### src/rtl/npu_pkg.sv
package npu_pkg;

    ////////////////////////////////////////
    // widths
    ////////////////////////////////////////

    localparam int DATA_W   = 32;
    localparam int ADDR_W   = 4;
    localparam int IMM_W    = 16;
    localparam int OPCODE_W = 4;
    localparam int RF_DEPTH = 1 << ADDR_W;

    // width of the completed command counter on the leds
    localparam int LED_W = 8;

    typedef logic [OPCODE_W-1:0] opcode_t;
    typedef logic [ADDR_W-1:0]   rf_addr_t;
    typedef logic [DATA_W-1:0]   rf_data_t;
    typedef logic [IMM_W-1:0]    imm_t;

    ////////////////////////////////////////
    // opcodes
    ////////////////////////////////////////

    localparam opcode_t OP_NOP    = 4'd0;
    // dst gets zero extended imm
    localparam opcode_t OP_LOADI  = 4'd1;
    // dst gets imm on top of src a low half
    localparam opcode_t OP_LOADHI = 4'd2;
    localparam opcode_t OP_ADD    = 4'd3;
    localparam opcode_t OP_SUB    = 4'd4;
    // unsigned 16x16 product of the low halves
    localparam opcode_t OP_MUL    = 4'd5;
    // src a to host port, no write back
    localparam opcode_t OP_READ   = 4'd6;
    // codes 7 to 15 fall through as nop

    ////////////////////////////////////////
    // structs
    ////////////////////////////////////////

    // host command word, msb first
    typedef struct packed {
        opcode_t  opcode;
        rf_addr_t dst;
        rf_addr_t src_a;
        rf_addr_t src_b;
        imm_t     imm;
    } cmd_word_t;

    // ctrl unit to reg file
    typedef struct packed {
        logic     valid;
        rf_addr_t addr_a;
        rf_addr_t addr_b;
    } rf_rd_req_t;

    // ctrl unit to exec unit, one cycle ahead of operands
    typedef struct packed {
        logic     valid;
        opcode_t  opcode;
        rf_addr_t dst;
        imm_t     imm;
    } eu_op_t;

    // exec unit write back into reg file
    typedef struct packed {
        logic     valid;
        rf_addr_t addr;
        rf_data_t data;
    } rf_wr_t;

endpackage
### src/rtl/npu_top.sv
`timescale 1ns/1ns
`default_nettype none

module npu_top (
    input  logic                      clk,
    input  logic                      i_rst_n,

    // host to fabric mmio
    input  npu_pkg::cmd_word_t        i_h2f_pio32,
    input  logic                      i_h2f_write,

    // fabric to host mmio
    output npu_pkg::rf_data_t         o_f2h_pio32,
    output logic                      o_f2h_write,

    output logic [npu_pkg::LED_W-1:0] o_led
);

////////////////////////////////////////
// internal wires
////////////////////////////////////////

// ctrl unit to reg file
npu_pkg::rf_rd_req_t rd_req;
// ctrl unit to exec unit
npu_pkg::eu_op_t     eu_op;
// reg file read data
npu_pkg::rf_data_t   rd_data_a;
npu_pkg::rf_data_t   rd_data_b;
// exec unit write back
npu_pkg::rf_wr_t     wr;
// completion pulse
logic                cmd_done;

////////////////////////////////////////
// control unit
////////////////////////////////////////

npu_ctrl_unit u_ctrl_unit (
    .clk         (clk),
    .i_rst_n     (i_rst_n),
    .i_h2f_pio32 (i_h2f_pio32),
    .i_h2f_write (i_h2f_write),
    .i_cmd_done  (cmd_done),
    .o_rd_req    (rd_req),
    .o_eu_op     (eu_op),
    .o_led       (o_led)
);

////////////////////////////////////////
// register file
////////////////////////////////////////

npu_reg_file u_reg_file (
    .clk         (clk),
    .i_rst_n     (i_rst_n),
    .i_rd_req    (rd_req),
    .i_wr        (wr),
    .o_rd_data_a (rd_data_a),
    .o_rd_data_b (rd_data_b)
);

////////////////////////////////////////
// execution unit
////////////////////////////////////////

npu_exec_unit u_exec_unit (
    .clk         (clk),
    .i_rst_n     (i_rst_n),
    .i_eu_op     (eu_op),
    .i_rd_data_a (rd_data_a),
    .i_rd_data_b (rd_data_b),
    .o_wr        (wr),
    .o_f2h_pio32 (o_f2h_pio32),
    .o_f2h_write (o_f2h_write),
    .o_cmd_done  (cmd_done)
);

endmodule

`default_nettype wire

### src/rtl/npu_exec_unit.sv
`timescale 1ns/1ns
`default_nettype none

module npu_exec_unit (
    input  logic              clk,
    input  logic              i_rst_n,

    // op arrives one cycle before its operands
    input  npu_pkg::eu_op_t   i_eu_op,
    input  npu_pkg::rf_data_t i_rd_data_a,
    input  npu_pkg::rf_data_t i_rd_data_b,

    // write back to reg file
    output npu_pkg::rf_wr_t   o_wr,

    // host read back port
    output npu_pkg::rf_data_t o_f2h_pio32,
    output logic              o_f2h_write,

    // one pulse per finished command
    output logic              o_cmd_done
);

////////////////////////////////////////
// operand alignment
////////////////////////////////////////

// op delayed to line up with reg file data
npu_pkg::eu_op_t   op_q;
npu_pkg::rf_data_t result;
npu_pkg::rf_data_t mul_res;
logic              is_read;

always_ff @(posedge clk) begin
    if (!i_rst_n) begin
        op_q <= '0;
    end else begin
        op_q <= i_eu_op;
    end
end

////////////////////////////////////////
// result select
////////////////////////////////////////

// zero extended halves give a full 32 bit product
assign mul_res = {16'h0000, i_rd_data_a[15:0]} * {16'h0000, i_rd_data_b[15:0]};

assign is_read = (op_q.opcode == npu_pkg::OP_READ);

always_comb begin
    case (op_q.opcode)
        npu_pkg::OP_LOADI:  result = {16'h0000, op_q.imm};
        npu_pkg::OP_LOADHI: result = {op_q.imm, i_rd_data_a[15:0]};
        // add and sub wrap mod 2^32
        npu_pkg::OP_ADD:    result = i_rd_data_a + i_rd_data_b;
        npu_pkg::OP_SUB:    result = i_rd_data_a - i_rd_data_b;
        npu_pkg::OP_MUL:    result = mul_res;
        // read and nop have no result
        default:            result = '0;
    endcase
end

////////////////////////////////////////
// output registers
////////////////////////////////////////

// wb valid for one cycle after this edge
always_ff @(posedge clk) begin
    if (!i_rst_n) begin
        o_wr        <= '0;
        o_f2h_write <= 1'b0;
        o_cmd_done  <= 1'b0;
    end else begin
        o_wr.valid  <= op_q.valid && !is_read;
        o_wr.addr   <= op_q.dst;
        o_wr.data   <= result;
        // read back pulse in the same cycle a wb would be
        o_f2h_write <= op_q.valid && is_read;
        o_cmd_done  <= op_q.valid;
    end
end

// host data holds after the pulse
always_ff @(posedge clk) begin
    if (!i_rst_n) begin
        o_f2h_pio32 <= '0;
    end else if (op_q.valid && is_read) begin
        o_f2h_pio32 <= i_rd_data_a;
    end
end

endmodule

`default_nettype wire

### src/rtl/npu_reg_file.sv
`timescale 1ns/1ns
`default_nettype none

module npu_reg_file (
    input  logic                clk,
    input  logic                i_rst_n,

    // two read addresses from ctrl unit
    input  npu_pkg::rf_rd_req_t i_rd_req,

    // write back from exec unit
    input  npu_pkg::rf_wr_t     i_wr,

    // registered read data
    output npu_pkg::rf_data_t   o_rd_data_a,
    output npu_pkg::rf_data_t   o_rd_data_b
);

////////////////////////////////////////
// storage
////////////////////////////////////////

npu_pkg::rf_data_t mem [npu_pkg::RF_DEPTH];

// single write port
// reset brings every entry to zero
always_ff @(posedge clk) begin
    if (!i_rst_n) begin
        for (int i = 0; i < npu_pkg::RF_DEPTH; i++) begin
            mem[i] <= '0;
        end
    end else if (i_wr.valid) begin
        mem[i_wr.addr] <= i_wr.data;
    end
end

////////////////////////////////////////
// read ports
////////////////////////////////////////

// synchronous reads
// same edge write to same addr still returns the old word
// idle cycles keep the last data so the ports do not toggle
always_ff @(posedge clk) begin
    if (!i_rst_n) begin
        o_rd_data_a <= '0;
    end else if (i_rd_req.valid) begin
        o_rd_data_a <= mem[i_rd_req.addr_a];
    end
end

// port b mirrors port a
always_ff @(posedge clk) begin
    if (!i_rst_n) begin
        o_rd_data_b <= '0;
    end else if (i_rd_req.valid) begin
        o_rd_data_b <= mem[i_rd_req.addr_b];
    end
end

endmodule

`default_nettype wire

### src/rtl/npu_ctrl_unit.sv
`timescale 1ns/1ns
`default_nettype none

module npu_ctrl_unit (
    input  logic                      clk,
    input  logic                      i_rst_n,

    // host mmio command strobe
    input  npu_pkg::cmd_word_t        i_h2f_pio32,
    input  logic                      i_h2f_write,

    // completion pulse back from exec unit
    input  logic                      i_cmd_done,

    // operand fetch and op issue
    output npu_pkg::rf_rd_req_t       o_rd_req,
    output npu_pkg::eu_op_t           o_eu_op,

    // completed command count
    output logic [npu_pkg::LED_W-1:0] o_led
);

////////////////////////////////////////
// decode
////////////////////////////////////////

// high for opcodes that do real work
logic is_work;
// next values of the issue registers
npu_pkg::rf_rd_req_t rd_req_d;
npu_pkg::eu_op_t     eu_op_d;

always_comb begin
    case (i_h2f_pio32.opcode)
        npu_pkg::OP_LOADI,
        npu_pkg::OP_LOADHI,
        npu_pkg::OP_ADD,
        npu_pkg::OP_SUB,
        npu_pkg::OP_MUL,
        npu_pkg::OP_READ: is_work = 1'b1;
        // nop and unused codes
        default:          is_work = 1'b0;
    endcase
end

// read issued for every real op
// loadi ignores the data later
always_comb begin
    rd_req_d.valid  = i_h2f_write && is_work;
    rd_req_d.addr_a = i_h2f_pio32.src_a;
    rd_req_d.addr_b = i_h2f_pio32.src_b;
end

// op fields travel alongside the read
always_comb begin
    eu_op_d.valid  = i_h2f_write && is_work;
    eu_op_d.opcode = i_h2f_pio32.opcode;
    eu_op_d.dst    = i_h2f_pio32.dst;
    eu_op_d.imm    = i_h2f_pio32.imm;
end

////////////////////////////////////////
// issue registers
////////////////////////////////////////

// registered on the same edge that samples the strobe
always_ff @(posedge clk) begin
    if (!i_rst_n) begin
        o_rd_req <= '0;
        o_eu_op  <= '0;
    end else begin
        o_rd_req <= rd_req_d;
        o_eu_op  <= eu_op_d;
    end
end

////////////////////////////////////////
// done counter
////////////////////////////////////////

// one count per done pulse
// wraps at 2^LED_W
always_ff @(posedge clk) begin
    if (!i_rst_n) begin
        o_led <= '0;
    end else if (i_cmd_done) begin
        o_led <= o_led + 1'b1;
    end
end

endmodule

`default_nettype wire

### config.mk
export PLATFORM = sky130hd
export DESIGN_NAME = npu_top
export DESIGN_NICKNAME = d
export VERILOG_FILES = /design/src/rtl/npu_pkg.sv /design/src/rtl/npu_top.sv /design/src/rtl/npu_exec_unit.sv /design/src/rtl/npu_reg_file.sv /design/src/rtl/npu_ctrl_unit.sv
export SDC_FILE = /design/constraint.sdc
export NUM_CORES = 2
export LEC_CHECK = 0
export BUFFER_PORTS_ARGS = -buffer_cell sky130_fd_sc_hd__buf_2
export CAP_MARGIN = 20
export CORE_MARGIN = 5
export CORE_UTILIZATION = 46
export DETAILED_ROUTE_END_ITERATION = 7
export PLACE_DENSITY = 0.7
export SLEW_MARGIN = 20
export SYNTH_ARGS = -nofsm -noshare
export SYNTH_HDL_FRONTEND = slang
export SYNTH_SLANG_ARGS = --single-unit
### constraint.sdc
create_clock -name clk -period 6.8 [get_ports clk]
set_clock_uncertainty 0.05 [all_clocks]
set_input_delay 0.68 -clock clk [delete_from_list [all_inputs] [get_ports clk]]
set_output_delay 0.68 -clock clk [all_outputs]
set_load 0.02 [all_outputs]
==> impl_metrics.toml <==
[run_status]
status = "finished clean"

[clock_tree]
cts-root-buf = "clkbuf_16"
clk_latency_ns = 0.66
cts.sink_count = 713
cts_made_buffers = 80
htree_levels = 3
clk_pin_slew_ns = 0.06
tritoncts = "built"
cts_hold_buf = 0
cts_buffer_depth = 3

[synthesis]
syn_avg_cell_area_um2 = 12.6
synth_edf_count = 512
syn_area_um2 = 44300
synthFlopType = "edfxtp_1"
yosysTopAreaCellShare_pct = 34.7
netlist-cell-type-count = 71
synthCells = 3517
syn_nets = 3885
synth_seq_cells = 713
async_reset_ff_share_pct = 0
synth.area.top_cells = "edfxtp_1, mux4_2, and2_1"
synth-seq-area-share_pct = 43.8
ys_warn_count = 0
yosysTopAreaCell = "edfxtp_1"

[setup_path]
required_ns = 7.34
max_stage_delay_ns = 0.60
critical_path_class = "flop to flop"
cp-start-kind = "flop"
crit_path_max_fanout = 12
cp_num_buf_inv = 5
slowest_stage = "dfxtp_1"
path_cells = "buf_4 > and2_1 > fa_1 > inv_1 > fa_1 > fa_1 > inv_1 > fa_1 > fa_1 > inv_1 > fa_1 > inv_1 > ha_1 > a21oi_1 > o21ai_1 > a211oi_1 > o21ai_2 > o31ai_2 > a21oi_1 > a221oi_1 > mux2i_1 > nor2_1 > a21oi_1"
cp.arrival_ns = 6.98
cp_top_family = "adder cells"
cp-end-kind = "flop"
critPathMostFrequentCell = "fa_1"

[die]
die_x_um = 320
core_area_um2 = 95300
dieArea_um2 = 103000
row_count = 113
die_h_um = 320
ios = 76
initial_core_util_pct = 46.5

[timing]
tns_ns = 0
maxSlewViolCount = 0
rsz0062_at_grt = "no"
hold_viol = 0
post-route-min-period_ns = 6.44
max_freq_ghz = 0.155
relSlewSlack_pct = 19.3
finalCritPeriodShare_pct = 94.6
tightest_slew_ns = 1.21
setup_viol = 0

[final_layout]
multi_input_area_um2 = 23200
layout_commonest_cell = "and2_1"
most-common-layout-cells = "and2_1, edfxtp_1, mux4_2"
regArea_um2 = 19400
area_growth_syn_to_layout_pct = 10.6
fin_nets = 3874
drive_gt1_share_pct = 19.2
fill_cells = 8032

[global_route]
grt_pass1_vias = 29900
grt_pass1_wl_mm = 195
grt_max_degree = 85
antenna_found_initial = 7
grt_overflow = 0
track_usage_pct = 25.5

[place]
gp_congestion = 0.901
dp.final_hpwl_mm = 84.2
port_buffers = 75

[drt]
ant_nets = 0
drc_errors = 0
routedWlPerCell_um = 27.2
avgViaCountPerCell = 6.02
via_count = 29100
drtIter0Drc = 3558
dr.pass1.iters = 6
drt-total-wl_mm = 131

[job]
cap_violations = 0

[hold_path]
hp-class = "primary input to flop"

[power_and_ir_drop]
p_per_area_nw_per_um2 = 215
max-vdd-ir-drop_uv = 166
p_total_uw = 10500
leakagePower_uw = 0.0189
[kinds of logic after synthesis]
group / synth area share [%]
AOI/OAI and AO/OA: 4.60
xor gates and xnor gates: 1.74
adders and majority gates: 12.7
buffers and inverters: 4.45
DFF: 43.8
muxes: 17.8
and+or+nand+nor: 14.9
[synthesized netlist by cell type, types with 5 or more instances]
library cell and n:
and2_1 696, edfxtp_1 512, mux4_2 320, nand2_1 261, inv_1 243, clkbuf_1 220
dfxtp_1 201, fa_1 195, ha_1 138, a21oi_1 80, nor2b_1 72, mux2i_1 67
nor2_1 64, xnor2_1 55, o21ai_0 40, a21boi_0 36, buf_1 36, xor2_1 31
a21o_1 30, a222oi_1 20, nor3_1 20, nand3_1 19, nand2b_1 18, a31oi_1 11
o31ai_1 8, and3_1 7, nand4_1 7, o21a_1 7, o21ai_1 7, a22oi_1 6
o21bai_1 6, nor4_1 5, or3_1 5
[through the flow]
stage	setup WS [ns]	cells	utilization, %	hold WS, ns	area, um^2
after floorplan	0.424	3517	-	0.362	44300
after global placement	0.260	4684	48.6	0.365	46300
after detailed placement	0.195	4689	48.7	0.369	46400
after CTS	0.209	4836	51.4	0.136	49000
after global routing	0.0120	4837	51.5	0.172	49000
final	0.364	4837	51.5	0.171	49000
[repair_timing]
item | in CTS | in global routing
resized for setup | 0 | 7
endpoints found under the hold margin | 0 | 0
endpoints found under the setup margin | 0 | 8
setup buffers | 0 | 0
[final timing paths]
check / from / to / slack (ns) / cells past startpoint
hold reg to reg: u_exec_unit.op_q[16] / u_exec_unit.o_wr[32] / 0.38 / 1
setup reg to reg: u_reg_file.o_rd_data_b[6] / u_exec_unit.o_wr[30] / 0.36 / 23
setup / recovery: u_reg_file.o_rd_data_b[6] / u_exec_unit.o_wr[30] / 0.36 / 23
hold / removal: i_h2f_pio32[31] / u_ctrl_unit.o_rd_req[8] / 0.17 / 2
[worst register-to-register path, cell delays in order (launching register included)]
cell      delay, ns
dfxtp_1        0.60
buf_4          0.26
and2_1         0.16
fa_1           0.41
inv_1          0.08
fa_1           0.43
fa_1           0.52
inv_1          0.06
fa_1           0.50
fa_1           0.49
inv_1          0.05
fa_1           0.47
inv_1          0.04
ha_1           0.37
a21oi_1        0.17
o21ai_1        0.07
a211oi_1       0.30
o21ai_2        0.17
o31ai_2        0.27
a21oi_1        0.18
a221oi_1       0.34
mux2i_1        0.22
nor2_1         0.06
a21oi_1        0.14
[final cells by class]
cell class	instances	share of cell area [%]
Antenna cell	1	0.00510
Timing Repair Buffer	172	2.52
Tap cell	1265	3.23
Multi-Input combinational cell	2292	47.4
Clock buffer	111	4.57
Inverter	247	1.89
Sequential cell	713	39.6
Clock inverter	36	0.768
[per-layer routing]
layer  global-route usage (%)  share of wire (%)  up-vias  wire (um)
li1                         -                  -    12400          -
met1                     34.4                 38    14800      49700
met2                     40.8                 47     1653      61200
met3                     6.06                 12      310      15400
met4                     8.92                3.8        2       5050
met5                        0             0.0099        -         13
[state kept, by name, summed over array words and instances, names as in the netlist]
register and cells:
u_reg_file.mem 512, u_exec_unit.o_wr 37, u_exec_unit.o_f2h_pio32 32, u_reg_file.o_rd_data_a 32, u_reg_file.o_rd_data_b 32, u_exec_unit.op_q 25, u_ctrl_unit.o_eu_op 24, u_ctrl_unit.o_rd_req 9
u_ctrl_unit.o_led 8, u_exec_unit.o_cmd_done 1, u_exec_unit.o_f2h_write 1
[where the power goes]
| group | internal, uW | switching (uW) |
|---|---|---|
| clock network | 2510 | 1830 |
| logic | 546 | 741 |
| registers | 4780 | 118 |
| total | 7840 | 2690 |
No activity file was read; power rests on OpenSTA's default activity.
